==> src/design/gb_bus_pkg.sv <==
package gb_bus_pkg;

	// ------------------------------------------------------------------------
	// widths seen on the cpu side of the cartridge slot
	// ------------------------------------------------------------------------
	typedef logic [15:0] cpu_addr_t;	// full 64k cpu address space
	typedef logic [7:0]  cpu_data_t;	// one data byte

	// rom byte address into external memory, 512 banks of 16k
	typedef logic [22:0] rom_addr_t;

	// ------------------------------------------------------------------------
	// host download port
	// ------------------------------------------------------------------------
	typedef logic [24:0] dl_addr_t;	// byte address of the word being written
	typedef logic [15:0] dl_word_t;	// high byte is the odd address

	// cpu access to the cartridge
	typedef struct packed {
		logic      ce;		// cpu clock enable, one clk_sys wide
		logic      rd;		// read level
		logic      wr;		// write level
		cpu_addr_t addr;
		cpu_data_t wdata;	// byte from cpu to cart
	} cpu_bus_t;

	// rom image download
	typedef struct packed {
		logic     active;	// cartridge download is running
		logic     wr;		// one word per strobe
		dl_addr_t addr;
		dl_word_t data;
	} dl_bus_t;

endpackage

==> src/design/gb_cart_pkg.sv <==
package gb_cart_pkg;

	// ------------------------------------------------------------------------
	// cartridge header
	// ------------------------------------------------------------------------
	typedef logic [7:0] hdr_byte_t;

	// byte offsets inside the rom image
	localparam logic [24:0] HDR_TYPE_OFS = 25'h146;	// cartridge type in high byte
	localparam logic [24:0] HDR_SIZE_OFS = 25'h148;	// rom size low, ram size high

	// ------------------------------------------------------------------------
	// banking
	// ------------------------------------------------------------------------
	typedef logic [8:0] rom_bank_t;	// up to 512 rom banks of 16k
	typedef logic [3:0] ram_bank_t;	// up to 16 ram banks of 8k

	// decoded mapper family, no sequencing
	typedef enum logic [2:0] {
		MBC_NONE,
		MBC_1,
		MBC_2,
		MBC_3,
		MBC_5
	} mbc_kind_e;

	// static configuration taken from the header
	typedef struct packed {
		mbc_kind_e mbc_kind;
		rom_bank_t rom_mask;	// mirrors rom banks beyond the rom size
		ram_bank_t ram_mask;	// mirrors ram banks beyond the ram size
	} cart_cfg_t;

	// mapper registers as written by the cpu
	typedef struct packed {
		rom_bank_t rom_bank;
		ram_bank_t ram_bank;
		logic      mbc1_mode;	// 1 = ram banking mode
		logic      rtc_sel;	// mbc3 rtc register mapped instead of ram
		logic      ram_enable;
	} bank_state_t;

endpackage

==> src/design/mbc_addr_map.sv <==
`timescale 1ns/100ps

module mbc_addr_map
	import gb_bus_pkg::*;
	import gb_cart_pkg::*;
#(
	parameter int CRAM_BANK_W = 4
) (
	input  cpu_bus_t                    cpu_i,
	input  logic                        dl_active_i,
	input  cart_cfg_t                   cfg_i,
	input  bank_state_t                 bank_i,
	output rom_addr_t                   rom_addr_o,
	output logic                        rom_rd_o,
	output logic [CRAM_BANK_W+12:0]     cram_addr_o,
	output logic                        cram_we_o
);

	rom_bank_t eff_rom_bank;	// after mode select and mirroring
	ram_bank_t eff_ram_bank;
	logic      in_cram;	// a000-bfff window

	// ------------------------------------------------------------------------
	// effective banks
	// ------------------------------------------------------------------------
	always_comb begin
		unique case (cfg_i.mbc_kind)
			MBC_1: begin
				// mode 0 puts the ram bank bits on rom lines 6..5
				eff_rom_bank = {2'b00, (bank_i.mbc1_mode ? 2'b00 : bank_i.ram_bank[1:0]),
				                bank_i.rom_bank[4:0]} & cfg_i.rom_mask;
				eff_ram_bank = bank_i.mbc1_mode ?
				               {2'b00, bank_i.ram_bank[1:0] & cfg_i.ram_mask[1:0]} : '0;
			end
			MBC_2: begin
				eff_rom_bank = {2'b00, bank_i.rom_bank[6:0]} & cfg_i.rom_mask;
				eff_ram_bank = '0;	// 512x4 internal ram
			end
			MBC_3: begin
				eff_rom_bank = {2'b00, bank_i.rom_bank[6:0]} & cfg_i.rom_mask;
				eff_ram_bank = {2'b00, bank_i.ram_bank[1:0] & cfg_i.ram_mask[1:0]};
			end
			MBC_5: begin
				eff_rom_bank = bank_i.rom_bank & cfg_i.rom_mask;	// all 9 bits
				eff_ram_bank = bank_i.ram_bank & cfg_i.ram_mask;
			end
			default: begin
				eff_rom_bank = '0;
				eff_ram_bank = '0;
			end
		endcase
	end

	// ------------------------------------------------------------------------
	// rom side
	// ------------------------------------------------------------------------
	always_comb begin
		if (cfg_i.mbc_kind == MBC_NONE)
			rom_addr_o = {8'd0, cpu_i.addr[14:0]};	// flat 32k
		else if (cpu_i.addr[15:14] == 2'b01)
			rom_addr_o = {eff_rom_bank, cpu_i.addr[13:0]};	// switchable 4000-7fff
		else
			rom_addr_o = {9'd0, cpu_i.addr[13:0]};	// fixed bank 0
	end

	// memory is busy with the image while a download runs
	assign rom_rd_o = cpu_i.rd && !cpu_i.addr[15] && !dl_active_i;

	// ------------------------------------------------------------------------
	// cartridge ram side
	// ------------------------------------------------------------------------
	assign in_cram     = (cpu_i.addr[15:13] == 3'b101);
	assign cram_addr_o = {eff_ram_bank[CRAM_BANK_W-1:0], cpu_i.addr[12:0]};
	assign cram_we_o   = cpu_i.ce && cpu_i.wr && in_cram;	// ram_enable not checked

endmodule

==> config.mk <==
export PLATFORM = sky130hd
export DESIGN_NAME = mbc_addr_map
export DESIGN_NICKNAME = d
export VERILOG_FILES = /design/src/design/gb_bus_pkg.sv /design/src/design/gb_cart_pkg.sv /design/src/design/mbc_addr_map.sv
export SDC_FILE = /design/constraint.sdc
export NUM_CORES = 1
export LEC_CHECK = 0
export BUFFER_PORTS_ARGS = -buffer_cell sky130_fd_sc_hd__buf_4
export CAP_MARGIN = 20
export CORE_ASPECT_RATIO = 1.25
export CORE_MARGIN = 8
export CORE_UTILIZATION = 24
export DETAILED_ROUTE_END_ITERATION = 10
export PLACE_DENSITY_LB_ADDON = 0.1
export SYNTH_ARGS = -nofsm -noshare
export SYNTH_HDL_FRONTEND = slang
export SYNTH_SLANG_ARGS = --single-unit
==> constraint.sdc <==
create_clock -name vclk -period 0.8
set_input_delay 0 -clock vclk [all_inputs]
set_output_delay 0 -clock vclk [all_outputs]
set_load 0.03 [all_outputs]
==> metrics.txt <==
Routed Antenna Nets=0; worst hold-check path type=in -> out; HPWL after detailed placement=between 1 and 1.5 mm; post-DR vias/cell=4.529; critical path's top delay family=simple AND/OR/NAND/NOR gates; DR DRC count=0; port bufs=53; GR Util All Layers=0.08878; initial core utilization=0.2573; hold depth=0; Worst-Margin Slew=0.2192 ns; pre-CTS WS=-0.08770 ns; Ys Warns=0; global-route wire length before repair=2.559 mm; Seq pwr share=0; post-synthesis cell area=454.2 um2; CP dominant cell by count=buf_6; Routed WL per cell=13.87 um; endpoints failing setup=7; remaining global-route overflow=0; Chip Height=approximately 65 um; Die W=between 50 and 60 um; Sw Ratio=0.3654; CP Buf/Inv Count=2; number of global-route vias before repair=557; die area=0.003549 mm2; crit end category=primary output; FILL cells=179; PwrDens=426.4 mW/mm2; Unique masters post-synth=20; crit path max fanout=4; status=finished, violations left; final worst path period need=0.8699 ns; VDD IR max=176.8 uV; drt initial violations=9; Hold Fails Final Rpt=0; length of the first detailed-routing pass in iterations=3; Syn Area/Cell=approximately 7 um2; sequential area share after synthesis=0; FF+latch area=0 um2; f_max=1150 MHz; final core utilization=0.5089; Crit. path cell count=5; worst setup margin=-0.06988 ns; site row count=17; kind of critical path=in -> out; crit path cell chain=buf_6 -> and2b_2 -> and3b_2 -> and3_4 -> buf_6; IO Count=around 100; crit path from=cpu_i[23]; setup repair after global routing missed its margin=yes; Pleak=0.4768 nW; Final GP Congestion=slightly below 0.7; relative slew slack=0.8534; Crit-path slowest cell=and2b_2; dpl cells=around 120; Vias=548; share of layout cells above drive strength 1=0.7647; startpoint types=input pin; Final Non-Filler Cells=~120; clock share of power=0; DRT Wirelength=1.678 mm; # hold bufs at CTS=0; number of diodes=0; max cap viols=0; CP max stage delay=0.24 ns; Min-Delay Startpoint=cpu_i[8]; antenna violations before repair=0; Final Cycle Share=1.087; nets@finish=164; violated checks=negative setup slack; Clock Buffer Count=0; Slew Viols, Final=0; CP Data Arrival Time=approximately 0.87 ns; critical path required time=0.80 ns; cells after synthesis=65; NetSw=about 0.14 mW; core region area=0.001765 mm2; combinational share of power=1.000; largest net degree at the start of global routing=10; seq_cells=0; syn_nets=between 100 and 150; Layout area overhead=97.80%; Pint=0.2431 mW
==> cell type report <==
cell class / count / area (um2) / share of cell area
Inverter: 2 / 7.507 / 0.008357
Multi-Input combinational cell: 35 / 294.0 / 0.3273
Tap cell: 19 / 23.77 / 0.02646
Timing Repair Buffer: 65 / 573.1 / 0.6379
==> metal layers <==
metal	wire length [um]	vias up	track usage	part of all wire
li1	-	275	-	-
met2	947	27	0.1662	0.56
met1	488	244	0.08516	0.29
met4	4	0	0.009036	0.0024
met3	239	2	0.04338	0.14
met5	0	-	0	0
==> stage by stage <==
stage / hold WS (ns) / setup TNS [ns] / total power [mW] / cell area [um2]
final: 0.00002268 / -0.2820 / 0.3830 / 898.4
after global routing: 0.00007455 / -0.6242 / 0.4116 / 898.4
after CTS: 0.0003003 / -0.2571 / 0.3625 / 847.1
after detailed placement: 0.0003003 / -0.6953 / 0.3217 / 740.7
after global placement: 0.0003003 / -0.7934 / 0.3207 / 740.7
after floorplan: 0.1137 / 0 / 0.3479 / 454.2
==> worst paths after layout <==
path | endpoint | slack, ns
worst max-delay path | rom_addr_o[18] | -0.07
worst min-delay path | rom_addr_o[0] | 0.00002
==> Yosys cell counts, drive strengths merged <==
library cell  number  area [um2]
nand3b             1       7.510
nand2              5       18.77
o21ai              3       15.01
nor3b              2       20.02
and2               1       6.260
and3              10       62.56
inv                2       7.510
and2b              1       8.760
nand2b             1       6.260
and4b              1       10.01
nor2               2       7.510
buf               28       210.2
nor3               1       10.01
o32ai              2       17.52
and3b              1       8.760
o21bai             1       7.510
o21a               1       7.510
o2111a             2       22.52
==> logic make-up (layout without fill, tap and decap cells) <==
group / count (synthesis) / in the layout / share of synthesized area
buffers and inverters: 30 / 67 / 0.4793
AO/OA/AOI/OAI: 9 / 9 / 0.1543
AND/OR/NAND/NOR: 26 / 26 / 0.3664
==> power groups by stage <==
stage / Sequential (mW) / Clock, mW / Combinational (mW)
6_report: 0 / 0 / 0.383
5_1_grt: 0 / 0 / 0.412
4_1_cts: 0 / 0 / 0.363
3_5_place_dp: 0 / 0 / 0.322
3_3_place_gp: 0 / 0 / 0.321
2_1_floorplan: 0 / 0 / 0.348
==> placed cells by master, fill, tap and decap left out, drive strengths merged <==
cell,n
and2,1
o21bai,1
and4b,1
buf,65
nor3b,2
and3,10
inv,2
nor2,2
nand3b,1
nand2,5
nand2b,1
o21ai,3
o21a,1
and2b,1
and3b,1
nor3,1
o2111a,2
o32ai,2
==> what timing repair did <==
action | in CTS | in global routing
resized for setup | 24 | 10
setup endpoints to repair | 11 | 12
pin swaps | 9 | 8
setup buffers | 1 | 1
(Power assumes the default switching activity.)
