[src/design/gb_bus_pkg.sv]
package gb_bus_pkg;

	// ------------------------------------------------------------------------
	// widths seen on the cpu side of the cartridge slot
	// ------------------------------------------------------------------------
	typedef logic [15:0] cpu_addr_t;	// full 64k cpu address space
	typedef logic [7:0]  cpu_data_t;	// one data byte

	// rom byte address into external memory, 512 banks of 16k
	typedef logic [22:0] rom_addr_t;

	// ------------------------------------------------------------------------
	// host download port
	// ------------------------------------------------------------------------
	typedef logic [24:0] dl_addr_t;	// byte address of the word being written
	typedef logic [15:0] dl_word_t;	// high byte is the odd address

	// cpu access to the cartridge
	typedef struct packed {
		logic      ce;		// cpu clock enable, one clk_sys wide
		logic      rd;		// read level
		logic      wr;		// write level
		cpu_addr_t addr;
		cpu_data_t wdata;	// byte from cpu to cart
	} cpu_bus_t;

	// rom image download
	typedef struct packed {
		logic     active;	// cartridge download is running
		logic     wr;		// one word per strobe
		dl_addr_t addr;
		dl_word_t data;
	} dl_bus_t;

endpackage

[src/design/gb_cart_pkg.sv]
package gb_cart_pkg;

	// ------------------------------------------------------------------------
	// cartridge header
	// ------------------------------------------------------------------------
	typedef logic [7:0] hdr_byte_t;

	// byte offsets inside the rom image
	localparam logic [24:0] HDR_TYPE_OFS = 25'h146;	// cartridge type in high byte
	localparam logic [24:0] HDR_SIZE_OFS = 25'h148;	// rom size low, ram size high

	// ------------------------------------------------------------------------
	// banking
	// ------------------------------------------------------------------------
	typedef logic [8:0] rom_bank_t;	// up to 512 rom banks of 16k
	typedef logic [3:0] ram_bank_t;	// up to 16 ram banks of 8k

	// decoded mapper family, no sequencing
	typedef enum logic [2:0] {
		MBC_NONE,
		MBC_1,
		MBC_2,
		MBC_3,
		MBC_5
	} mbc_kind_e;

	// static configuration taken from the header
	typedef struct packed {
		mbc_kind_e mbc_kind;
		rom_bank_t rom_mask;	// mirrors rom banks beyond the rom size
		ram_bank_t ram_mask;	// mirrors ram banks beyond the ram size
	} cart_cfg_t;

	// mapper registers as written by the cpu
	typedef struct packed {
		rom_bank_t rom_bank;
		ram_bank_t ram_bank;
		logic      mbc1_mode;	// 1 = ram banking mode
		logic      rtc_sel;	// mbc3 rtc register mapped instead of ram
		logic      ram_enable;
	} bank_state_t;

endpackage

[src/design/mbc_bank_regs.sv]
`timescale 1ns/100ps

module mbc_bank_regs
	import gb_bus_pkg::*;
	import gb_cart_pkg::*;
(
	input  logic        clk_sys,
	input  logic        reset,
	input  cpu_bus_t    cpu_i,
	input  cart_cfg_t   cfg_i,
	output bank_state_t bank_o
);

	logic      reg_wr;	// cpu write into the rom area 0000-7fff
	logic      is_mbc1;
	logic      is_mbc3;
	logic      is_mbc5;
	cpu_data_t d;

	assign reg_wr  = cpu_i.ce && cpu_i.wr && !cpu_i.addr[15];
	assign is_mbc1 = (cfg_i.mbc_kind == MBC_1);
	assign is_mbc3 = (cfg_i.mbc_kind == MBC_3);
	assign is_mbc5 = (cfg_i.mbc_kind == MBC_5);
	assign d       = cpu_i.wdata;

	// ------------------------------------------------------------------------
	// control registers, address bits 14..13 select the register
	// ------------------------------------------------------------------------
	always_ff @(posedge clk_sys) begin
		if (reset) begin
			bank_o.rom_bank   <= 9'd1;	// bank 0 is never switched in
			bank_o.ram_bank   <= '0;
			bank_o.mbc1_mode  <= 1'b0;
			bank_o.rtc_sel    <= 1'b0;
			bank_o.ram_enable <= 1'b0;
		end else if (reg_wr) begin
			case (cpu_i.addr[14:13])
				2'b00: begin	// 0000-1fff ram enable
					bank_o.ram_enable <= (d[3:0] == 4'hA);	// only ah unlocks
				end

				2'b01: begin	// 2000-3fff rom bank
					if (is_mbc5) begin
						if (cpu_i.addr[12])
							bank_o.rom_bank[8] <= d[0];	// 3000-3fff high bit
						else
							bank_o.rom_bank[7:0] <= d;	// 2000-2fff low byte
					end else if (d[6:0] == 7'd0) begin
						bank_o.rom_bank <= 9'd1;	// 0 reads as 1 on mbc1-3
					end else begin
						bank_o.rom_bank <= {2'b00, d[6:0]};
					end
				end

				2'b10: begin	// 4000-5fff ram bank or rtc select
					if (is_mbc3) begin
						if (d[3]) begin
							bank_o.rtc_sel <= 1'b1;	// rtc register selected
						end else begin
							bank_o.rtc_sel  <= 1'b0;
							bank_o.ram_bank <= {2'b00, d[1:0]};
						end
					end else if (is_mbc5) begin
						bank_o.ram_bank <= d[3:0];	// 16 banks
					end else begin
						bank_o.ram_bank <= {2'b00, d[1:0]};	// mbc1 upper bits too
					end
				end

				default: begin	// 6000-7fff banking mode
					if (is_mbc1)
						bank_o.mbc1_mode <= d[0];
				end
			endcase
		end
	end

endmodule

[config.mk]
export PLATFORM = sky130hd
export DESIGN_NAME = mbc_bank_regs
export DESIGN_NICKNAME = d
export VERILOG_FILES = /design/src/design/gb_bus_pkg.sv /design/src/design/gb_cart_pkg.sv /design/src/design/mbc_bank_regs.sv
export SDC_FILE = /design/constraint.sdc
export NUM_CORES = 1
export LEC_CHECK = 0
export BUFFER_PORTS_ARGS = -buffer_cell sky130_fd_sc_hd__clkbuf_2
export CAP_MARGIN = 30
export CORE_ASPECT_RATIO = 1.2
export CORE_UTILIZATION = 35
export CTS_CLUSTER_SIZE = 24
export DETAILED_ROUTE_END_ITERATION = 8
export GPL_TIMING_DRIVEN = 1
export PLACE_DENSITY_LB_ADDON = 0.15
export SLEW_MARGIN = 20
export SYNTH_ARGS = -nofsm -noshare
export SYNTH_HDL_FRONTEND = slang
export SYNTH_SLANG_ARGS = --single-unit
[constraint.sdc]
create_clock -name clk_sys -period 1.2 [get_ports clk_sys]
set_input_delay 0.06 -clock clk_sys [delete_from_list [all_inputs] [get_ports clk_sys]]
set_output_delay 0.06 -clock clk_sys [all_outputs]
set_load 0.02 [all_outputs]
==> impl_metrics.yaml <==
outcome:
  outcome: "finished, final reports clean"
detailed_routing:
  drtIter0Drc: 13
  routed_wl_mm: 1.884
  num_vias: 802
  drc: 0
  antenna_left: 0
  viasPerCell: 5.076
  wl_per_cell_um: 11.92
  dr.pass1.iters: 4
layout:
  top_register: "bank_o"
  fin_cells: 158
  multi_input_area_um2: 486.7
  areaGrowthSynthToFinish_pct: 35.29
  top_regs: "bank_o: 16 flops"
  stdcell_area_mm2: 0.001122
  drive_gt1_frac: 0.3984
  fillers: 210
  final_nets: 174
  antenna_cells: 0
  largest_reg_flops: 16
  regArea_um2: 320.3
placed_design:
  hpwl_mm: 1.499
  gp_congestion: 0.7639
  dp_slack_ns: -0.1208
  io_buffers: 34
  place_area_mm2: 0.001086
  placed_cells_incl_taps: 154
synthesis:
  synth.distinct_cells: 28
  yosys-top-cells-count: "20 x nand2b_1, 16 x dfxtp_1, 11 x mux2i_1"
  syn_area_um2: 829.5
  synthTopCellsByArea: "dfxtp_1 39%, nand2b_1 15%, mux2i_1 13%, nand3b_1 2.7%, nor4bb_1 2.4%"
  synth_nets: 131
  yosysSeqAreaShare: 0.3861
  synth-seq-cells: 16
  syn_avg_cell_area_um2: 9.646
  netlist_instances: 86
  yosysMostFrequentCell: "nand2b_1"
  synth_edf_count: 0
  yosysTopAreaCell: "dfxtp_1"
  synth_flop_cell: "dfxtp_1"
  ys_warn_count: 0
  yosys.area.top_type_share: 0.3861
  synthArstFlopShare: 0
cts:
  cts_resized: 0
  clock-sinks: 16
  root_buffer: "clkbuf_4"
  htree_levels: 1
  post_cts_hold_buffer_count: 0
  cts_setup_buffers: 0
  cts_tree: "yes"
  cts_buffers: 3
  clk_pin_slew_ns: 0.10
  clk_path_buf_depth: 2
  insertion_delay_ns: 0.28
timing:
  whs_ns: 0.02103
  rsz0062_at_grt: "false"
  layout_min_cycle_time_ns: 1.014
  final_hold_viol_count: 0
  fmax_ghz: 0.9867
  postLayoutSetupSlackWorst_ns: 0.1865
  maxSlewViolCount: 0
  max_slew_margin: 0.7145
  setup_tns_ns: 0
  tightestPinTransition_ns: 0.4175
  fin_skew_ns: 0
  fin_crit_sh: 0.8446
  setup_viol: 0
power_and_ir_drop:
  peakVddDrop_v: 0.0006079
  p_leak_nw: 0.4897
  power_density_mw_per_mm2: 917.7
die:
  core_area_mm2: 0.002140
  num_rows: 18
  die_x_um: 46.44
  ios: 61
  initial_core_util: 0.3877
  dieHeight_um: 55.33
  dieArea_mm2: 0.002570
global_route:
  grt_max_degree: 28
  grt_pass1_vias: 698
  gr-usage-all-layers: 0.1551
  grt_overflow_total: 0
  antenna_found_initial: 0
  grt_first_pass_wirelength_mm: 2.946
setup_path:
  r2r_start: "bank_o[2]"
  critPathMaxStageDelay_ns: 0.51
  crit_type: "in -> reg"
  cp.arrival_ns: 1.23
  r2r_cells: 2
  cp-endpoint: "bank_o[7]"
  path_delay_family: "simple AND/OR/NAND/NOR gates"
  cp_slowest_cell: "or4_1"
  cp_num_cells: 4
  cp_num_buf_inv: 1
  end_kind: "flop"
  r2r-end: "bank_o[2]"
  path_cells: "clkbuf_2 -> or4_1 -> or4_1 -> a22oi_1"
  ff2ff_setup_slack_ns: 0.48
  worst-path-max-fanout: 2
  cp_common_cell: "or4_1"
  startpoint: "cpu_i[3]"
  required_ns: 1.41
  critPathLaunchType: "input port"
hold_path:
  min_path_type: "in -> reg"
  min-delay-start: "cpu_i[5]"
flow_run:
  cap_violations: 0
routing by layer:
layer  part of all wire  routed length (µm)  track usage  up-vias
met2               0.48                 896       0.2381       28
met5                  0                   0            0        -
met4             0.0080                  15      0.06303        0
met3              0.049                  92      0.04575        2
met1               0.47                 879       0.1948      369
li1                   -                   -            -      403
cells in the final DEF, fill, tap and decap left out:
cell,instances
clkbuf_2,34
nand2b_1,20
dfxtp_1,16
mux2i_1,11
buf_4,9
nand3b_1,3
nand3_1,3
clkbuf_4,3
nand4b_1,2
a211oi_1,2
o32ai_1,2
nor4bb_1,2
a21oi_1,2
or4_1,2
nor3b_2,1
and4bb_2,1
and3_1,1
and4b_1,1
inv_1,1
a21bo_2,1
or2b_1,1
nor2b_1,1
nand4_1,1
nand2_1,1
o41ai_1,1
a211o_1,1
or2_2,1
a2111oi_0,1
nor2_1,1
a22oi_1,1
clkbuf_8,1
power by group:
| group | internal, mW | total (mW) | switching [mW] |
|---|---|---|---|
| registers | 0.535 | 0.537 | 0.00215 |
| logic | 0.0723 | 0.140 | 0.0673 |
| clock network | 0.185 | 0.353 | 0.169 |
| total | 0.792 | 1.03 | 0.238 |
worst min path at each step:
stage	end	slack (ns)	cells after the start
finish	bank_o[12]	0.02	3
global route	bank_o[14]	0.03	3
CTS	bank_o[12]	0.02	3
global placement	bank_o[14]	0.32	3
floorplan	bank_o[2]	0.21	2
detailed placement	bank_o[14]	0.33	3
worst register-to-register path: stages, from the launching register on:
cell and delay (ns):
dfxtp_1 0.33, a21bo_2 0.21, a21oi_1 0.12
stage by stage:
step           power (mW)  utilization
2_1_floorplan      0.6125            -
3_3_place_gp       0.6879       0.5076
3_5_place_dp       0.6899       0.5076
4_1_cts             1.046       0.5246
5_1_grt             1.076       0.5246
6_report            1.030       0.5246
logic make-up after synthesis:
logic type | Yosys count | synth area share
compound gates | 11 | 0.1041
mux | 11 | 0.1327
buf+inv | 6 | 0.02715
flops | 16 | 0.3861
simple gates | 42 | 0.3499
final cells by class:
type	count	share of cell area
Multi-Input combinational cell	64	0.4337
Tap cell	30	0.03344
Timing Repair Buffer	43	0.2118
Sequential cell	16	0.2854
Inverter	1	0.003344
Clock buffer	4	0.03233
Power figures use the tool's default switching activity.
