### src/design/gb_bus_pkg.sv
package gb_bus_pkg;

	// ------------------------------------------------------------------------
	// widths seen on the cpu side of the cartridge slot
	// ------------------------------------------------------------------------
	typedef logic [15:0] cpu_addr_t;	// full 64k cpu address space
	typedef logic [7:0]  cpu_data_t;	// one data byte

	// rom byte address into external memory, 512 banks of 16k
	typedef logic [22:0] rom_addr_t;

	// ------------------------------------------------------------------------
	// host download port
	// ------------------------------------------------------------------------
	typedef logic [24:0] dl_addr_t;	// byte address of the word being written
	typedef logic [15:0] dl_word_t;	// high byte is the odd address

	// cpu access to the cartridge
	typedef struct packed {
		logic      ce;		// cpu clock enable, one clk_sys wide
		logic      rd;		// read level
		logic      wr;		// write level
		cpu_addr_t addr;
		cpu_data_t wdata;	// byte from cpu to cart
	} cpu_bus_t;

	// rom image download
	typedef struct packed {
		logic     active;	// cartridge download is running
		logic     wr;		// one word per strobe
		dl_addr_t addr;
		dl_word_t data;
	} dl_bus_t;

endpackage

### src/design/gb_cart_pkg.sv
package gb_cart_pkg;

	// ------------------------------------------------------------------------
	// cartridge header
	// ------------------------------------------------------------------------
	typedef logic [7:0] hdr_byte_t;

	// byte offsets inside the rom image
	localparam logic [24:0] HDR_TYPE_OFS = 25'h146;	// cartridge type in high byte
	localparam logic [24:0] HDR_SIZE_OFS = 25'h148;	// rom size low, ram size high

	// ------------------------------------------------------------------------
	// banking
	// ------------------------------------------------------------------------
	typedef logic [8:0] rom_bank_t;	// up to 512 rom banks of 16k
	typedef logic [3:0] ram_bank_t;	// up to 16 ram banks of 8k

	// decoded mapper family, no sequencing
	typedef enum logic [2:0] {
		MBC_NONE,
		MBC_1,
		MBC_2,
		MBC_3,
		MBC_5
	} mbc_kind_e;

	// static configuration taken from the header
	typedef struct packed {
		mbc_kind_e mbc_kind;
		rom_bank_t rom_mask;	// mirrors rom banks beyond the rom size
		ram_bank_t ram_mask;	// mirrors ram banks beyond the ram size
	} cart_cfg_t;

	// mapper registers as written by the cpu
	typedef struct packed {
		rom_bank_t rom_bank;
		ram_bank_t ram_bank;
		logic      mbc1_mode;	// 1 = ram banking mode
		logic      rtc_sel;	// mbc3 rtc register mapped instead of ram
		logic      ram_enable;
	} bank_state_t;

endpackage

### src/design/cart_header_capture.sv
`timescale 1ns/100ps

module cart_header_capture
	import gb_bus_pkg::*;
	import gb_cart_pkg::*;
(
	input  logic      clk_sys,
	input  logic      reset,
	input  dl_bus_t   dl_i,
	output cart_cfg_t cfg_o
);

	hdr_byte_t type_q;	// cartridge type byte
	hdr_byte_t rom_size_q;
	hdr_byte_t ram_size_q;

	mbc_kind_e kind;
	rom_bank_t rom_mask;
	ram_bank_t ram_mask;

	// snoop the header words while the rom image streams in
	always_ff @(posedge clk_sys) begin
		if (reset) begin
			type_q     <= '0;	// decodes as no mapper
			rom_size_q <= '0;
			ram_size_q <= '0;
		end else if (dl_i.active && dl_i.wr) begin
			if (dl_i.addr == HDR_TYPE_OFS)
				type_q <= dl_i.data[15:8];	// 147h is the odd byte
			if (dl_i.addr == HDR_SIZE_OFS) begin
				rom_size_q <= dl_i.data[7:0];
				ram_size_q <= dl_i.data[15:8];
			end
		end
	end

	// ------------------------------------------------------------------------
	// header decode
	// ------------------------------------------------------------------------
	always_comb begin
		unique case (type_q) inside
			[8'd1:8'd3]:   kind = MBC_1;
			[8'd5:8'd6]:   kind = MBC_2;	// 4 bit internal ram
			[8'd15:8'd19]: kind = MBC_3;
			[8'd25:8'd30]: kind = MBC_5;
			default:       kind = MBC_NONE;	// plain 32k rom or unsupported
		endcase

		// size code n means 2^(n+1) banks
		if (rom_size_q inside {[8'd1:8'd8]}) begin
			for (int i = 0; i < 9; i++)
				rom_mask[i] = (i <= int'(rom_size_q));
		end else begin
			rom_mask = 9'h07F;	// odd sizes like 52h..54h fall back to 128 banks
		end

		case (ram_size_q)
			8'd0, 8'd1, 8'd2: ram_mask = 4'b0000;	// none, 2k or a single 8k bank
			8'd3:             ram_mask = 4'b0011;	// 32k in 4 banks
			default:          ram_mask = 4'b1111;	// 128k in 16 banks
		endcase
	end

	assign cfg_o = '{mbc_kind: kind, rom_mask: rom_mask, ram_mask: ram_mask};

endmodule

### config.mk
export PLATFORM = sky130hd
export DESIGN_NAME = cart_header_capture
export DESIGN_NICKNAME = d
export VERILOG_FILES = /design/src/design/gb_bus_pkg.sv /design/src/design/gb_cart_pkg.sv /design/src/design/cart_header_capture.sv
export SDC_FILE = /design/constraint.sdc
export NUM_CORES = 1
export LEC_CHECK = 0
export BUFFER_PORTS_ARGS = -buffer_cell sky130_fd_sc_hd__buf_4
export CORE_AREA = 2 2 79 66
export DETAILED_ROUTE_END_ITERATION = 16
export DIE_AREA = 0 0 81 68
export HOLD_SLACK_MARGIN = 0.06
export SETUP_SLACK_MARGIN = 0.02
export SYNTH_ARGS = -nofsm -noshare
export SYNTH_HDL_FRONTEND = slang
export SYNTH_SLANG_ARGS = --single-unit
export TNS_END_PERCENT = 20
### constraint.sdc
create_clock -name clk_sys -period 3.4 [get_ports clk_sys]
set_input_delay 0.17 -clock clk_sys [delete_from_list [all_inputs] [get_ports clk_sys]]
set_output_delay 0.17 -clock clk_sys [all_outputs]
set_load 0.02 [all_outputs]
==> report_table.html <==
<table>
<tr><th>Metric</th><th>Value</th></tr>
<tr><th colspan="2">Status</th></tr>
<tr><td>Outcome</td><td>complete, no violations</td></tr>
<tr><th colspan="2">Finish</th></tr>
<tr><td>Area delta synth-&gt;final</td><td>33.9%</td></tr>
<tr><td>Total number of nets in the final design</td><td>255</td></tr>
<tr><td>Area taken by multi-input logic gates</td><td>761 um2</td></tr>
<tr><td>Area of all placed cells without fillers</td><td>1810 um2</td></tr>
<tr><td>Number of filler cells placed in the layout</td><td>525</td></tr>
<tr><td>Diodes inserted</td><td>0</td></tr>
<tr><td>Proportion of layout cells with a drive suffix above 1</td><td>33.0%</td></tr>
<tr><td>Sequential cell area</td><td>480 um2</td></tr>
<tr><th colspan="2">Synthesis</th></tr>
<tr><td>Flip-flop and latch count after synthesis</td><td>24</td></tr>
<tr><td>Dominant cells by area after synthesis</td><td>dfxtp_1, nand4_1, a21oi_1</td></tr>
<tr><td>Post-Synthesis Cells</td><td>164</td></tr>
<tr><td>Proportion of netlist area held by the largest area contributor</td><td>35.6%</td></tr>
<tr><td>Distinct cell type count of the synthesized netlist</td><td>34</td></tr>
<tr><td>Dominant register cell in the synthesized netlist</td><td>dfxtp_1</td></tr>
<tr><td>Most used standard cell by instance count after synthesis</td><td>a21oi_1</td></tr>
<tr><td>Sequential element share of the synthesized area</td><td>35.6%</td></tr>
<tr><td>Synth async-reset ratio</td><td>0%</td></tr>
<tr><td>Syn_area_per_cell</td><td>8.24 um2</td></tr>
<tr><td>Mapped Area</td><td>1350 um2</td></tr>
<tr><td>Biggest area consumer among synthesized cells</td><td>dfxtp_1</td></tr>
<tr><td>Leading post-synthesis cells by instance count</td><td>a21oi_1, o21ai_0, nand4_1</td></tr>
<tr><td>Number of synthesized flops with an enable pin</td><td>0</td></tr>
<tr><td>Yosys warning count</td><td>0</td></tr>
<tr><th colspan="2">Timing</th></tr>
<tr><td>Final setup vio count</td><td>0</td></tr>
<tr><td>Setup Total Neg Slack</td><td>0 ns</td></tr>
<tr><td>Period minus WS final</td><td>1.94 ns</td></tr>
<tr><td>Final count of pins violating max slew</td><td>0</td></tr>
<tr><td>Fin Clk Skew</td><td>0 ns</td></tr>
<tr><td>Final-report hold violation count</td><td>0</td></tr>
<tr><td>Part of the cycle the worst path needs</td><td>57.1%</td></tr>
<tr><td>Fmax</td><td>515 MHz</td></tr>
<tr><td>Transition time at the pin with the least slew margin</td><td>0.851 ns</td></tr>
<tr><td>Worst slew margin relative to its limit</td><td>43.1%</td></tr>
<tr><td>RSZ-0062 raised after global routing</td><td>false</td></tr>
<tr><th colspan="2">Clock tree</th></tr>
<tr><td>Clock buffers created by TritonCTS</td><td>3</td></tr>
<tr><td>Clk buf depth</td><td>2</td></tr>
<tr><td># resized after CTS</td><td>0</td></tr>
<tr><td>CTS root buf</td><td>clkbuf_8</td></tr>
<tr><td>H-tree lvl count</td><td>1</td></tr>
<tr><td>Hold_buf cts</td><td>0</td></tr>
<tr><td>TritonCTS clock tree</td><td>built</td></tr>
<tr><td>Clock latency at the later pin of the worst-skew pair</td><td>0.26 ns</td></tr>
<tr><td>Post-CTS setup buffer count</td><td>0</td></tr>
<tr><td>Clock sinks</td><td>24</td></tr>
<tr><td>Clock transition at the register clock pins on the worst setup and hold paths after CTS</td><td>0.08 ns</td></tr>
<tr><th colspan="2">Drt</th></tr>
<tr><td>Routed wire length on met2</td><td>1450 um</td></tr>
<tr><td>DRC errors left</td><td>0</td></tr>
<tr><td>Wire length on met1</td><td>1650 um</td></tr>
<tr><td>Number of vias in the routed layout</td><td>1,398</td></tr>
<tr><td>Met3 layer wire length in the routed design</td><td>310 um</td></tr>
<tr><td>Initial DRC count</td><td>119</td></tr>
<tr><td>Highest routing layer actually used</td><td>met4</td></tr>
<tr><td>Drt via density</td><td>5.16</td></tr>
<tr><td>Number of iterations in the first detailed-routing pass</td><td>4</td></tr>
<tr><td>Wire length per cell after detailed routing</td><td>12.7 um</td></tr>
<tr><td>Total wirelength of the detailed-routed design</td><td>3440 um</td></tr>
<tr><td>Antenna Nets Post-Route</td><td>0</td></tr>
<tr><th colspan="2">Pwr</th></tr>
<tr><td>Power density over the cells</td><td>294 nW/um2</td></tr>
<tr><td>Leakage component of the power</td><td>0.684 nW</td></tr>
<tr><td>Worst IR drop on VDD</td><td>0.125 mV</td></tr>
<tr><td>Power, Total</td><td>0.000532 W</td></tr>
<tr><th colspan="2">Worst setup path</th></tr>
<tr><td>Launching element type of the critical path</td><td>register</td></tr>
<tr><td>Worst Setup End Kind</td><td>output pin</td></tr>
<tr><td>Worst Setup Path Type</td><td>register to output pin</td></tr>
<tr><td>Largest fanout on the critical path</td><td>4</td></tr>
<tr><td>Crit path required time</td><td>3.23 ns</td></tr>
<tr><td>Crit path arrival time</td><td>1.77 ns</td></tr>
<tr><th colspan="2">Placement</th></tr>
<tr><td>Area of placed instances</td><td>1750 um2</td></tr>
<tr><td>HPWL Detailed</td><td>2530 um</td></tr>
<tr><td>Number of buffer cells added on primary ports</td><td>58</td></tr>
<tr><td>Placer congestion estimate</td><td>0.727</td></tr>
<tr><th colspan="2">Flow run</th></tr>
<tr><td>Number of violations of the max-capacitance limit</td><td>0</td></tr>
<tr><th colspan="2">Floorplanning</th></tr>
<tr><td>Die boundary width</td><td>81 um</td></tr>
<tr><td>Number of placement rows</td><td>23</td></tr>
<tr><td>Vertical die dimension</td><td>68 um</td></tr>
<tr><td>Number of top-level pins</td><td>61</td></tr>
<tr><td>Effective utilization at floorplan</td><td>28.3%</td></tr>
<tr><td>Full die area</td><td>5510 um2</td></tr>
<tr><td>Core outline area</td><td>4780 um2</td></tr>
<tr><th colspan="2">GRT</th></tr>
<tr><td>Number of global-route vias before repair</td><td>1,246</td></tr>
<tr><td>Pin count of the biggest net entering global routing</td><td>25</td></tr>
<tr><td>Global-route wire length before repair</td><td>5680 um</td></tr>
<tr><td>Total grt overflow</td><td>0</td></tr>
<tr><td>Number of antenna violations at the first check in global routing</td><td>0</td></tr>
<tr><td>All-Layer GR Usage</td><td>13.0%</td></tr>
<tr><th colspan="2">Worst hold path</th></tr>
<tr><td>Tightest Hold Check Type</td><td>input port to register</td></tr>
</table>
==> critical path, cell delays in order (launching register included) <==
cell     delay, ns
dfxtp_1       0.32
or4_1         0.60
nor3_1        0.26
o21ai_0       0.15
buf_4         0.18
==> path summary, 6_finish.rpt <==
| check | cells after the start | from | slack (ns) | end |
|---|---|---|---|---|
| min reg2reg | 2 | rom_size_q[5] | 0.47 | rom_size_q[5] |
| max | 4 | rom_size_q[6] | 1.46 | cfg_o[8] |
| min | 3 | dl_i[0] | 0.17 | rom_size_q[0] |
| max reg2reg | 2 | rom_size_q[1] | 2.60 | rom_size_q[1] |
==> cells by family (layout without fill, tap and decap cells) <==
logic type	Yosys count	count (layout)	share of synthesized area, %
compound gates	58	58	21.9
buf+inv	18	62	8.43
other cells	1	2	0.278
simple gates	61	61	32.5
flops	24	24	35.6
xor+xnor	2	2	1.30
==> area by class of cell <==
| type | instances | area share, % |
|---|---|---|
| multi-input combinational | 123 | 42.0 |
| sequential | 24 | 26.6 |
| timing repair buffer | 58 | 24.1 |
| tap | 62 | 4.29 |
| clock buffer | 4 | 3.04 |
==> state kept, by name, indices dropped and copies added, names as in the netlist <==
signal      flops
type_q          8
ram_size_q      8
rom_size_q      8
==> cell usage in the layout (no fill, tap or decap), drive strengths merged, types with 2 or more instances in the layout <==
cell type   n
a21oi      28
buf        58
clkbuf      4
conb        2
dfxtp      24
nand2       5
nand3       2
nand3b      2
nand4      25
nor2        5
nor3        3
nor3b       2
nor4        5
nor4b       2
o21ai      28
==> routing by layer <==
| metal | global-route usage [%] | vias to the layer above |
|---|---|---|
| li1 | - | 711 |
| met1 | 18.8 | 620 |
| met2 | 19.4 | 65 |
| met3 | 3.03 | 2 |
| met4 | 3.18 | 0 |
| met5 | 0 | - |
==> metrics by stage <==
step	hold slack, ns	std cells	utilization, %	setup slack [ns]
floorplan	0.239	165	-	1.86
global placement	0.445	267	36.7	1.51
detailed placement	0.448	267	36.7	1.46
CTS	0.169	271	37.9	1.44
global route	0.173	271	37.9	1.31
finish	0.169	271	37.9	1.46
==> where the power goes <==
part	switching, W	internal [W]
clock network	0.0000868	0.000103
registers	0.00000000000256	0.000281
logic	0.0000239	0.0000370
No activity file was read; power rests on OpenSTA's default activity.
